File: config.mk
export PLATFORM = sky130hd
export DESIGN_NAME = boardTop
export DESIGN_NICKNAME = d
export VERILOG_FILES = /design/src/design/boardPkg.sv /design/src/design/displayPkg.sv /design/src/design/keyConditioner.sv /design/src/design/accumulatorUnit.sv /design/src/design/sevenSegScanner.sv /design/src/design/vgaBarGenerator.sv /design/src/design/labTop.sv /design/src/design/boardTop.sv
export SDC_FILE = /design/constraint.sdc
export NUM_CORES = 1
export LEC_CHECK = 0
export BUFFER_PORTS_ARGS = -buffer_cell sky130_fd_sc_hd__clkbuf_2
export CAP_MARGIN = 20
export CORE_ASPECT_RATIO = 1.4
export CORE_MARGIN = 2
export CORE_UTILIZATION = 45
export DETAILED_ROUTE_END_ITERATION = 8
export SYNTH_ARGS = -nofsm -noshare
export SYNTH_HDL_FRONTEND = slang
export SYNTH_SLANG_ARGS = --single-unit
File: constraint.sdc
create_clock -name clk -period 9.75 [get_ports clk]
set_clock_uncertainty 0.1 [all_clocks]
set_input_delay 1.95 -clock clk [delete_from_list [all_inputs] [get_ports clk]]
set_output_delay 1.95 -clock clk [all_outputs]
set_load 0.03 [all_outputs]
File: src/design/boardPkg.sv
package boardPkg;

    // Nexys A7 on-board oscillator.
    localparam int clkMhz = 100;

    // Board I/O widths.
    localparam int keyWidth   = 5;
    localparam int swWidth    = 16;
    localparam int ledWidth   = 16;
    localparam int digitCount = 8;

    // Bit position of each push button inside the key vector.
    typedef enum int unsigned {
        keyRight  = 0,
        keyCenter = 1,
        keyLeft   = 2,
        keyUp     = 3,
        keyDown   = 4
    } keyIndex;

endpackage

File: src/design/displayPkg.sv
package displayPkg;

    // ~~~~~~~~~~~~~~~~~~~~~~~~~~~~~~~~~~~~~~~~~~~~~~~~~~~~~~~~~~~~~~~~~~~~~~~~~~~
    // Timing constants.
    // ~~~~~~~~~~~~~~~~~~~~~~~~~~~~~~~~~~~~~~~~~~~~~~~~~~~~~~~~~~~~~~~~~~~~~~~~~~~

    localparam int debounceCycles = 256;
    localparam int scanCycles     = 64;

    // A 25 MHz pixel rate is derived from the board clock.
    localparam int pixelDivide = boardPkg::clkMhz / 25;

    localparam int hVisible = 640;
    localparam int hFront   = 16;
    localparam int hSync    = 96;
    localparam int hBack    = 48;
    localparam int hTotal   = hVisible + hFront + hSync + hBack;

    localparam int vVisible = 480;
    localparam int vFront   = 10;
    localparam int vSync    = 2;
    localparam int vBack    = 33;
    localparam int vTotal   = vVisible + vFront + vSync + vBack;

    localparam int barCount = 8;
    localparam int barWidth = hVisible / barCount;

    // ~~~~~~~~~~~~~~~~~~~~~~~~~~~~~~~~~~~~~~~~~~~~~~~~~~~~~~~~~~~~~~~~~~~~~~~~~~~
    // Types.
    // ~~~~~~~~~~~~~~~~~~~~~~~~~~~~~~~~~~~~~~~~~~~~~~~~~~~~~~~~~~~~~~~~~~~~~~~~~~~

    typedef enum logic [2:0] {
        opNone, opAdd, opSub, opClear, opShiftLeft, opShiftRight
    } accOp;

    // Segment a sits in the MSB; all bits are active high inside the lab.
    typedef struct packed {
        logic a;
        logic b;
        logic c;
        logic d;
        logic e;
        logic f;
        logic g;
        logic dp;
    } segPattern;

    typedef struct packed {
        logic       hsync;
        logic       vsync;
        logic [3:0] red;
        logic [3:0] green;
        logic [3:0] blue;
    } vgaOut;

endpackage

File: src/design/keyConditioner.sv
`timescale 1ns/1ps

module keyConditioner
    import boardPkg::*, displayPkg::*;
(
    input  logic                clk,
    input  logic                rst,
    input  logic [keyWidth-1:0] key,
    output logic [keyWidth-1:0] press
);

    localparam int countWidth = $clog2(debounceCycles);

    logic [keyWidth-1:0]   syncFirst;
    logic [keyWidth-1:0]   syncSecond;
    logic [keyWidth-1:0]   level;
    logic [keyWidth-1:0]   levelPrev;
    logic [countWidth-1:0] stableCount [keyWidth];

    // Two flops per button bring the raw levels into the clock domain.
    always_ff @(posedge clk) begin
        if (rst) begin
            syncFirst  <= '0;
            syncSecond <= '0;
        end else begin
            syncFirst  <= key;
            syncSecond <= syncFirst;
        end
    end

    // A new level is taken only after it has differed from the accepted one
    // for debounceCycles clocks in a row. Any return to the old level
    // restarts the count.
    always_ff @(posedge clk) begin
        if (rst) begin
            level <= '0;
            for (int i = 0; i < keyWidth; i++) begin
                stableCount[i] <= '0;
            end
        end else begin
            for (int i = 0; i < keyWidth; i++) begin
                if (syncSecond[i] == level[i]) begin
                    stableCount[i] <= '0;
                end else if (stableCount[i] == countWidth'(debounceCycles - 1)) begin
                    level[i]       <= syncSecond[i];
                    stableCount[i] <= '0;
                end else begin
                    stableCount[i] <= stableCount[i] + 1'b1;
                end
            end
        end
    end

    // One-cycle pulse on each rising accepted level.
    always_ff @(posedge clk) begin
        if (rst) begin
            levelPrev <= '0;
            press     <= '0;
        end else begin
            levelPrev <= level;
            press     <= level & ~levelPrev;
        end
    end

endmodule

File: src/design/accumulatorUnit.sv
`timescale 1ns/1ps

module accumulatorUnit
    import boardPkg::*, displayPkg::*;
(
    input  logic                clk,
    input  logic                rst,
    input  logic [keyWidth-1:0] press,
    input  logic [swWidth-1:0]  operand,
    output logic [31:0]         acc
);

    accOp        op;
    logic [31:0] operandExt;

    assign operandExt = 32'(operand);

    // Clear wins over everything, then add, sub and the two shifts.
    always_comb begin
        op = opNone;
        if (press[keyCenter]) begin
            op = opClear;
        end else if (press[keyRight]) begin
            op = opAdd;
        end else if (press[keyLeft]) begin
            op = opSub;
        end else if (press[keyUp]) begin
            op = opShiftLeft;
        end else if (press[keyDown]) begin
            op = opShiftRight;
        end
    end

    always_ff @(posedge clk) begin
        if (rst) begin
            acc <= '0;
        end else begin
            case (op)
                opAdd:        acc <= acc + operandExt;
                opSub:        acc <= acc - operandExt;
                opClear:      acc <= '0;
                opShiftLeft:  acc <= {acc[27:0], operand[3:0]};
                opShiftRight: acc <= {4'h0, acc[31:4]};
                default:      acc <= acc;
            endcase
        end
    end

endmodule

File: src/design/sevenSegScanner.sv
`timescale 1ns/1ps

module sevenSegScanner
    import boardPkg::*, displayPkg::*;
(
    input  logic                  clk,
    input  logic                  rst,
    input  logic [31:0]           value,
    output segPattern             segments,
    output logic [digitCount-1:0] digit
);

    localparam int scanWidth = $clog2(scanCycles);
    localparam int posWidth  = $clog2(digitCount);

    logic [scanWidth-1:0] scanCount;
    logic [posWidth-1:0]  position;

    // Hex font, segments a to g, decimal point off.
    function automatic segPattern hexToSeg(input logic [3:0] nibble);
        logic [6:0] abcdefg;
        case (nibble)
            4'h0:    abcdefg = 7'b1111110;
            4'h1:    abcdefg = 7'b0110000;
            4'h2:    abcdefg = 7'b1101101;
            4'h3:    abcdefg = 7'b1111001;
            4'h4:    abcdefg = 7'b0110011;
            4'h5:    abcdefg = 7'b1011011;
            4'h6:    abcdefg = 7'b1011111;
            4'h7:    abcdefg = 7'b1110000;
            4'h8:    abcdefg = 7'b1111111;
            4'h9:    abcdefg = 7'b1111011;
            4'ha:    abcdefg = 7'b1110111;
            4'hb:    abcdefg = 7'b0011111;
            4'hc:    abcdefg = 7'b1001110;
            4'hd:    abcdefg = 7'b0111101;
            4'he:    abcdefg = 7'b1001111;
            default: abcdefg = 7'b1000111;
        endcase
        return segPattern'({abcdefg, 1'b0});
    endfunction

    // Position 0 is the least significant nibble.
    always_ff @(posedge clk) begin
        if (rst) begin
            scanCount <= '0;
            position  <= '0;
        end else begin
            scanCount <= scanCount + 1'b1;
            if (scanCount == scanWidth'(scanCycles - 1)) begin
                position <= position + 1'b1;
            end
        end
    end

    // Digit enable and pattern come out of the same edge, so they stay aligned.
    always_ff @(posedge clk) begin
        if (rst) begin
            digit    <= digitCount'(1);
            segments <= '0;
        end else begin
            digit    <= digitCount'(1) << position;
            segments <= hexToSeg(value[position * 4 +: 4]);
        end
    end

endmodule

File: src/design/vgaBarGenerator.sv
`timescale 1ns/1ps

module vgaBarGenerator
    import displayPkg::*;
(
    input  logic        clk,
    input  logic        rst,
    input  logic [31:0] value,
    output vgaOut       vga
);

    localparam int divWidth = $clog2(pixelDivide);
    localparam int hWidth   = $clog2(hTotal);
    localparam int vWidth   = $clog2(vTotal);
    localparam int barBits  = $clog2(barCount);

    logic [divWidth-1:0] divCount;
    logic                pixelEn;
    logic [hWidth-1:0]   hCount;
    logic [vWidth-1:0]   vCount;
    logic                visible;
    logic                hsyncActive;
    logic                vsyncActive;
    logic [barBits-1:0]  barIndex;
    logic [3:0]          nibble;

    assign pixelEn = (divCount == divWidth'(pixelDivide - 1));

    // ~~~~~~~~~~~~~~~~~~~~~~~~~~~~~~~~~~~~~~~~~~~~~~~~~~~~~~~~~~~~~~~~~~~~~~~~~~~
    // Raster counters.
    // ~~~~~~~~~~~~~~~~~~~~~~~~~~~~~~~~~~~~~~~~~~~~~~~~~~~~~~~~~~~~~~~~~~~~~~~~~~~

    always_ff @(posedge clk) begin
        if (rst) begin
            divCount <= '0;
            hCount   <= '0;
            vCount   <= '0;
        end else begin
            divCount <= pixelEn ? '0 : divCount + 1'b1;
            if (pixelEn) begin
                if (hCount == hWidth'(hTotal - 1)) begin
                    hCount <= '0;
                    vCount <= (vCount == vWidth'(vTotal - 1)) ? '0 : vCount + 1'b1;
                end else begin
                    hCount <= hCount + 1'b1;
                end
            end
        end
    end

    assign visible     = (hCount < hWidth'(hVisible)) && (vCount < vWidth'(vVisible));
    assign hsyncActive = (hCount >= hWidth'(hVisible + hFront))
                      && (hCount <  hWidth'(hVisible + hFront + hSync));
    assign vsyncActive = (vCount >= vWidth'(vVisible + vFront))
                      && (vCount <  vWidth'(vVisible + vFront + vSync));

    // Only meaningful inside the visible columns.
    assign barIndex = barBits'(hCount / barWidth);
    assign nibble   = value[barIndex * 4 +: 4];

    // Sync pulses are active low.
    always_ff @(posedge clk) begin
        if (rst) begin
            vga <= '{hsync: 1'b1, vsync: 1'b1, default: '0};
        end else begin
            vga.hsync <= ~hsyncActive;
            vga.vsync <= ~vsyncActive;
            vga.red   <= visible ? nibble  : 4'h0;
            vga.green <= visible ? ~nibble : 4'h0;
            vga.blue  <= 4'h0;
        end
    end

endmodule

File: src/design/labTop.sv
`timescale 1ns/1ps

module labTop
    import boardPkg::*, displayPkg::*;
(
    input  logic                  clk,
    input  logic                  rst,
    input  logic [keyWidth-1:0]   key,
    input  logic [swWidth-1:0]    sw,
    output logic [ledWidth-1:0]   led,
    output segPattern             segments,
    output logic [digitCount-1:0] digit,
    output vgaOut                 vga
);

    logic [keyWidth-1:0] press;
    logic [31:0]         acc;

    keyConditioner keyConditioner0 (
        .clk   (clk),
        .rst   (rst),
        .key   (key),
        .press (press)
    );

    accumulatorUnit accumulatorUnit0 (
        .clk     (clk),
        .rst     (rst),
        .press   (press),
        .operand (sw),
        .acc     (acc)
    );

    sevenSegScanner sevenSegScanner0 (
        .clk      (clk),
        .rst      (rst),
        .value    (acc),
        .segments (segments),
        .digit    (digit)
    );

    vgaBarGenerator vgaBarGenerator0 (
        .clk   (clk),
        .rst   (rst),
        .value (acc),
        .vga   (vga)
    );

    // Switch mirror.
    always_ff @(posedge clk) begin
        led <= sw;
    end

endmodule

File: src/design/boardTop.sv
`timescale 1ns/1ps

module boardTop
    import boardPkg::*, displayPkg::*;
(
    input  logic                clk,
    input  logic                btnCpuReset,
    input  logic                btnC,
    input  logic                btnU,
    input  logic                btnL,
    input  logic                btnR,
    input  logic                btnD,
    input  logic [swWidth-1:0]  sw,
    output logic [ledWidth-1:0] led,
    output logic [6:0]          seg,
    output logic                dp,
    output logic [7:0]          an,
    output logic                Hsync,
    output logic                Vsync,
    output logic [3:0]          vgaRed,
    output logic [3:0]          vgaGreen,
    output logic [3:0]          vgaBlue,
    output logic                RGB1_Red,
    output logic                RGB1_Green,
    output logic                RGB1_Blue,
    output logic                RGB2_Red,
    output logic                RGB2_Green,
    output logic                RGB2_Blue,
    output logic                micClk,
    input  logic                micData,
    output logic                micLRSel,
    output logic                ampPWM,
    output logic                ampSD,
    input  logic                RsRx,
    inout  wire  [7:0]          JA,
    inout  wire  [7:0]          JB,
    inout  wire  [7:0]          JC,
    inout  wire  [7:0]          JD
);

    logic                  rst;
    logic [keyWidth-1:0]   key;
    segPattern             segments;
    logic [digitCount-1:0] digit;
    vgaOut                 vga;

    // The CPU reset button is active low.
    assign rst = ~btnCpuReset;

    assign key[keyRight]  = btnR;
    assign key[keyCenter] = btnC;
    assign key[keyLeft]   = btnL;
    assign key[keyUp]     = btnU;
    assign key[keyDown]   = btnD;

    // ~~~~~~~~~~~~~~~~~~~~~~~~~~~~~~~~~~~~~~~~~~~~~~~~~~~~~~~~~~~~~~~~~~~~~~~~~~~
    // Unused peripherals held inactive.
    // ~~~~~~~~~~~~~~~~~~~~~~~~~~~~~~~~~~~~~~~~~~~~~~~~~~~~~~~~~~~~~~~~~~~~~~~~~~~

    assign {RGB1_Red, RGB1_Green, RGB1_Blue} = 3'b000;
    assign {RGB2_Red, RGB2_Green, RGB2_Blue} = 3'b000;
    assign micClk   = 1'b0;
    assign micLRSel = 1'b0;
    assign ampPWM   = 1'b0;
    assign ampSD    = 1'b0;

    // Cathodes and anodes on the board are active low; seg[0] is segment a.
    assign seg[0] = ~segments.a;
    assign seg[1] = ~segments.b;
    assign seg[2] = ~segments.c;
    assign seg[3] = ~segments.d;
    assign seg[4] = ~segments.e;
    assign seg[5] = ~segments.f;
    assign seg[6] = ~segments.g;
    assign dp     = ~segments.dp;
    assign an     = ~digit;

    assign Hsync    = vga.hsync;
    assign Vsync    = vga.vsync;
    assign vgaRed   = vga.red;
    assign vgaGreen = vga.green;
    assign vgaBlue  = vga.blue;

    labTop labTop0 (
        .clk      (clk),
        .rst      (rst),
        .key      (key),
        .sw       (sw),
        .led      (led),
        .segments (segments),
        .digit    (digit),
        .vga      (vga)
    );

endmodule

Word level (Yosys, flattened, before mapping)
Memories as Yosys holds them, arrays and structs flattened. A register that Yosys moved wholly into a read port is not among the register bits.
Index checks and enable logic that the tools add are counted.
Widths: inputs -> output; s select.
Storage, ports and cells
  register bits after elaboration: 127
  bits in writable memories: 40
  bits in read-only memories: 112
  output and inout bits: 88
  memories kept: 2
Operators by class
  $add $sub $neg: 12
  divide/modulo/power cells: 1
  magnitude comparators: 6
  eq/ne operators: 19
  shift-type cells: 3
  mux-type cells: 79
  bitwise operators: 35
  reduce and logical (&&, ||, !) cells: 13
Memories
  (no name shown): words 16, width 7, read ports 1, clocked after Yosys merged registers in 1, wr ports 0, RTL line sevenSegScanner.sv:22  | case (nibble)
  labTop0.keyConditioner0.stableCount: words 5, width 8, read ports 5, clocked after Yosys merged registers in 0, wr ports 5, RTL line keyConditioner.sv:18  | logic [countWidth-1:0] stableCount [keyWidth];
Operators with widths (count)
  $pmux 32 s5: 1
  $mux 8: 15
  $shiftx 32x6->4: 2
  $mux 1: 56
  $add 8x1->8 const B: 5
  $eq 8x8->1 const B: 5
  $add 32x16->32: 1
  $div 10x7->32 const B: 1
  $sub 32x16->32: 1
  $add 10x1->10 const B: 2
  $eq 10x10->1 const B: 2
  $lt 10x10->1 const B: 2
  $lt 10x9->1 const B: 2
  $mux 10: 2
  $not 1->1: 16
  $mux 3: 5
  $or 1x1->1: 15
  $reduce_and 2->1: 7
  $ge 10x10->1 const B: 1
  $ge 10x9->1 const B: 1
  $not 8->8: 1
  $shl 1x3->8 const A: 1
  $add 6x1->6 const B: 1
  $eq 3x2->1 const B: 2
  14 further kinds: 21

Logic depth before layout (Yosys ltp)
An unclocked memory read counts as a cell.
  depth after elaboration: 8
  mapped depth: 19
  depth with buffers taken out: 18

Hierarchy
From an unflattened synthesis, not the netlist that was laid out.
Unflattened totals
  cells, all modules: 1288
  area total of the unflattened synthesis: 11114.4 µm²
By module, submodules not included
  accumulatorUnit: times used 1, cells each 586, area an instance 4068.9 µm², sequential area each 640.6 µm²
  keyConditioner: times used 1, cells each 268, area an instance 2922.8 µm², sequential area each 1701.6 µm²
  vgaBarGenerator: times used 1, cells each 261, area an instance 2257.2 µm², sequential area each 640.6 µm²
  sevenSegScanner: times used 1, cells each 129, area an instance 1402.6 µm², sequential area each 480.5 µm²
  labTop: times used 1, cells each 16, area an instance 320.3 µm², sequential area each 320.3 µm²
  boardTop: times used 1, cells each 28, area an instance 142.6 µm², sequential area each 0.0 µm²

Least setup slack after synthesis
No wires, ideal clock.
  path type: input to register
  start: input port sw[2]
  end: register labTop0.accumulatorUnit0.acc[31]
  setup time: 0.123 ns
  data arrival time: 4.930 ns
  required time: 9.527 ns
  slack: 4.596 ns
  cell stages on the path: 18
  path buffers: 2
  path through: nor2_1 -> nand4b_1 -> nor2_1 -> nand2_1 -> or3_1 -> clkbuf_1 -> o41ai_1 -> ha_1 -> clkbuf_1 -> a21oi_1 -> nand2_1 -> a211oi_1 -> nand3_1 -> o2111ai_1 -> a21oi_1 -> xnor2_1 -> mux2i_1 -> o22ai_1
Between the ends
  cells in the longest elaborated chain, start to end: 2
  elaborated cells on any way between the ends: 3
  those cells by class: add/sub: 2; mux: 1
RTL lines
  start, declared: RTL line boardTop.sv:13  | input logic [swWidth-1:0] sw,
  $sub 32x16->32 / $add 32x16->32 (equally long branches): RTL line accumulatorUnit.sv:40, accumulatorUnit.sv:39
  $pmux 32 s5 *: RTL line accumulatorUnit.sv:38  | case (op)
  end signal, assigned: RTL line accumulatorUnit.sv:39  | opAdd: acc <= acc + operandExt;
  end signal, assigned: RTL line accumulatorUnit.sv:40  | opSub: acc <= acc - operandExt;
  end signal, assigned: RTL line accumulatorUnit.sv:42  | opShiftLeft: acc <= {acc[27:0], operand[3:0]};
  end, declared: RTL line accumulatorUnit.sv:10  | output logic [31:0] acc
Every way passes the cells marked *; elsewhere a longest branch is shown, timed or not.
A chain may end at the register's enable or synchronous reset.

Worst setup path in the final report
Same ends and word-level chain as after synthesis.

==> impl_metrics.env <==
export IMPL_nets=1311
export IMPL_synth_seq_cells=169
export IMPL_finalWorstSetupSlack_ps=4280
export IMPL_antennaDiodeCount=0
export IMPL_drc=0
export IMPL_max_freq_mhz=183
export IMPL_yosys_warnings=0
export IMPL_syn2layout_area_growth_pct=12.2
export IMPL_antenna_found_initial=0
export IMPL_cts_resized_gates=0
export IMPL_drt_iter0_drc=469
export IMPL_cpPeakStageDelay_ps=510
export IMPL_r2r_cells=15
export IMPL_cts_tree="yes"
export IMPL_cts_root_buf="clkbuf_16"
export IMPL_slew_viol_final=0
export IMPL_drt_pass1_iter_count=5
export IMPL_drive_gt1_frac=0.112
export IMPL_postRouteAntennaNets=0
export IMPL_reg2reg_from="labTop0.keyConditioner0.press[1]$_SDFF_PN0_"
export IMPL_num_rows=64
export IMPL_boundaryPins=113
export IMPL_pre_cts_slack_ps=3880
export IMPL_fin_tns_setup_ps=0
export IMPL_final_setup_viol_count=0
export IMPL_synth_cell_area_mm2=0.00999
export IMPL_port_buffers=63
export IMPL_routabilityCongestion=0.836
export IMPL_synthDistinctLibCells=84
export IMPL_worstSetupStartpointType="primary input"
export IMPL_hold_path_class="flop to flop"
export IMPL_min_period_ps=5470
export IMPL_cts_setup_buffers=0
export IMPL_crit_chain="clkbuf_2 -> nor2_1 -> nand4b_1 -> nor2_1 -> nand2_1 -> or3_1 -> nor3_1 -> ha_1 -> mux2i_1 -> ha_1 -> or3_1 -> o2111ai_1 -> nand3_1 -> o2111ai_1 -> a21oi_1 -> xnor2_1 -> mux2i_1 -> o22ai_1"
export IMPL_grt_pass1_wl_um=37300
export IMPL_overflow=0
export IMPL_status="finished, final reports clean"
export IMPL_cts_sinks=169
export IMPL_async_flop_share=0
export IMPL_numCtsBuffers=17
export IMPL_rrSetupSlack_ps=5880
export IMPL_dieWidth_um=130
export IMPL_path_class="primary input to flop"
export IMPL_clock_latency_ps=430
export IMPL_cts_max_level=4
export IMPL_vdd_ir_drop_max_uv=116
export IMPL_coreArea_mm2=0.0219
export IMPL_worst_path_max_fanout=9
export IMPL_grt_pass1_vias=7713
export IMPL_slew_headroom=0.338
export IMPL_required_ps=9970
export IMPL_syn_avg_cell_area_um2=8.90
export IMPL_yosysSeqAreaShare=0.379
export IMPL_postCtsHoldBufs=0
export IMPL_vias=7976
export IMPL_wire_per_inst_um=14.8
export IMPL_cp_arrival_ps=5690
export IMPL_hpwl_um=16000
export IMPL_grt_use_total=0.195
export IMPL_rsz0062_at_grt="false"
export IMPL_synthCells=1123
export IMPL_max_clock_path_buffers=2
export IMPL_grt_max_degree=89
export IMPL_cp_slowest_cell="or3_1"
export IMPL_cp_end_kind="flop"
export IMPL_min_delay_start="labTop0.keyConditioner0.levelPrev[1]$_SDFF_PN0_"
export IMPL_initial_core_util=0.457
export IMPL_finalHoldViolCount=0
export IMPL_cts_clk_slew_worst_paths_ps=70
export IMPL_min_period_over_period=0.561
export IMPL_die_area_mm2=0.0234
export IMPL_routed_wl_um=22200
export IMPL_die_y_um=180
export IMPL_tightest_slew_ps=991
export IMPL_hold_depth=1
export IMPL_power_density_mw_per_mm2=137
export IMPL_final_util=0.513
export IMPL_rr_endpoint="labTop0.accumulatorUnit0.acc[31]$_SDFFE_PN0P_"
export IMPL_synth_edff_count=40
export IMPL_cap_violations=0
export IMPL_p_leak_uw=0.00469
export IMPL_holdPathEnd="labTop0.keyConditioner0.press[1]$_SDFF_PN0_"
export IMPL_untimed_endpoints=32
export IMPL_synth_ff_type="dfxtp_1"
export IMPL_routed_via_density=5.29
## worst max path at each step
stage                                                     to  start  slack (ps)  cells after the start
2_1_floorplan  labTop0.accumulatorUnit0.acc[31]$_SDFFE_PN0P_  sw[2]        4600                     18
3_3_place_gp   labTop0.accumulatorUnit0.acc[31]$_SDFFE_PN0P_  sw[2]        3880                     19
3_5_place_dp   labTop0.accumulatorUnit0.acc[31]$_SDFFE_PN0P_  sw[2]        3880                     18
4_1_cts        labTop0.accumulatorUnit0.acc[31]$_SDFFE_PN0P_  sw[2]        4310                     18
5_1_grt        labTop0.accumulatorUnit0.acc[31]$_SDFFE_PN0P_  sw[2]        3960                     19
6_report       labTop0.accumulatorUnit0.acc[31]$_SDFFE_PN0P_  sw[2]        4280                     18
## cells in the mapped netlist, types with 4 or more instances
cell | count | area (um^2)
a211o_1 | 4 | 35.0
a211oi_1 | 7 | 52.6
a21o_1 | 10 | 75.1
a21oi_1 | 35 | 175
a22o_1 | 4 | 35.0
a31oi_1 | 27 | 169
and2_1 | 29 | 181
and3_1 | 22 | 138
buf_2 | 9 | 45.0
buf_4 | 15 | 113
clkbuf_1 | 42 | 158
dfxtp_1 | 129 | 2580
edfxtp_1 | 40 | 1200
ha_1 | 56 | 701
inv_1 | 49 | 184
mux2i_1 | 46 | 460
mux4_2 | 8 | 180
nand2_1 | 100 | 375
nand2b_1 | 8 | 50.1
nand3_1 | 42 | 210
nand3b_1 | 5 | 37.5
nand4_1 | 8 | 50.1
nor2_1 | 98 | 368
nor2b_1 | 23 | 144
nor3_1 | 13 | 65.1
o211a_1 | 4 | 40.0
o211ai_1 | 6 | 45.0
o21a_1 | 8 | 60.1
o21ai_0 | 78 | 390
o21ai_1 | 5 | 25.0
o22ai_1 | 8 | 50.1
o31ai_1 | 4 | 30.0
o41ai_1 | 8 | 70.1
or2_2 | 7 | 43.8
or3_1 | 11 | 68.8
xnor2_1 | 39 | 342
xor2_1 | 50 | 438
## layer usage
| layer | share of wire | global-route usage | vias up | wire length [um] |
|---|---|---|---|---|
| met5 | 0 | 0 | - | 0 |
| met4 | 0.023 | 0.0727 | 0 | 519 |
| met3 | 0.036 | 0.0347 | 37 | 800 |
| met2 | 0.50 | 0.332 | 160 | 11100 |
| met1 | 0.44 | 0.245 | 3735 | 9840 |
| li1 | - | - | 4044 | - |
## logic make-up after synthesis
logic type      count (synthesis)  synth area share
mux                            54            0.0641
fa+ha+maj                      58            0.0732
compound gates                246             0.161
simple gates                  385             0.190
flops                         169             0.379
other cells                     2          0.000752
xor+xnor                       89            0.0780
buf+inv                       120            0.0543
## state kept, by name, indices dropped and copies added (netlist names)
signal                               cells
labTop0.vgaBarGenerator0.vCount         10
labTop0.vgaBarGenerator0.hCount         10
labTop0.keyConditioner0.syncSecond       5
labTop0.vgaBarGenerator0.vga            10
labTop0.vgaBarGenerator0.divCount        2
labTop0.sevenSegScanner0.scanCount       6
labTop0.keyConditioner0.press            5
labTop0.keyConditioner0.level            5
labTop0.keyConditioner0.syncFirst        5
labTop0.sevenSegScanner0.position        3
labTop0.led                             16
labTop0.keyConditioner0.stableCount     40
labTop0.sevenSegScanner0.digit           8
labTop0.keyConditioner0.levelPrev        5
labTop0.accumulatorUnit0.acc            32
labTop0.sevenSegScanner0.segments        7
## report_power, final
part | switching (uW) | internal, uW
registers | 11.3 | 734
clock network | 277 | 424
logic | 60.9 | 31.3
## worst max-delay path: cells and delay by family
kind | cells | cell delay, ps
AND/OR/NAND/NOR | 8 | 1890
buffers and inverters | 1 | 130
XOR/XNOR | 1 | 250
multiplexers | 2 | 300
AO/OA/AOI/OAI | 4 | 770
adder cells (fa/ha/maj) | 2 | 410
## layout by cell type (no fill, tap or decap), types with 10 or more instances in the layout
master,Yosys,final
and3_1,22,22
clkbuf_16,0,18
nor2_1,98,98
nor2b_1,23,23
xnor2_1,39,39
mux2i_1,46,46
ha_1,56,56
a21o_1,10,10
conb_1,2,55
nand3_1,42,42
or3_1,11,11
edfxtp_1,40,40
clkbuf_2,0,63
inv_1,49,49
and2_1,29,29
nand2_1,100,100
a31oi_1,27,27
xor2_1,50,50
dfxtp_1,129,129
nor3_1,13,13
o21ai_0,78,78
a21oi_1,35,35
## cell type report
cell class | count | area (um^2)
Timing Repair Buffer | 71 | 375
Clock buffer | 21 | 472
Inverter | 51 | 194
Sequential cell | 169 | 3780
Fill cell | 2070 | 10700
Tap cell | 297 | 372
Multi-Input combinational cell | 887 | 5870
Clock inverter | 11 | 143
## per-stage QoR
step                      hold WS [ps]  area [um^2]  power (uW)  cells
after floorplan                    267        10200         832   1176
after global placement             272        10600         852   1473
after detailed placement           279        10600         853   1474
after CTS                          281        11200        1560   1506
after global routing               300        11200        1600   1507
final                              278        11200        1540   1507
Power figures use the tool's default switching activity.
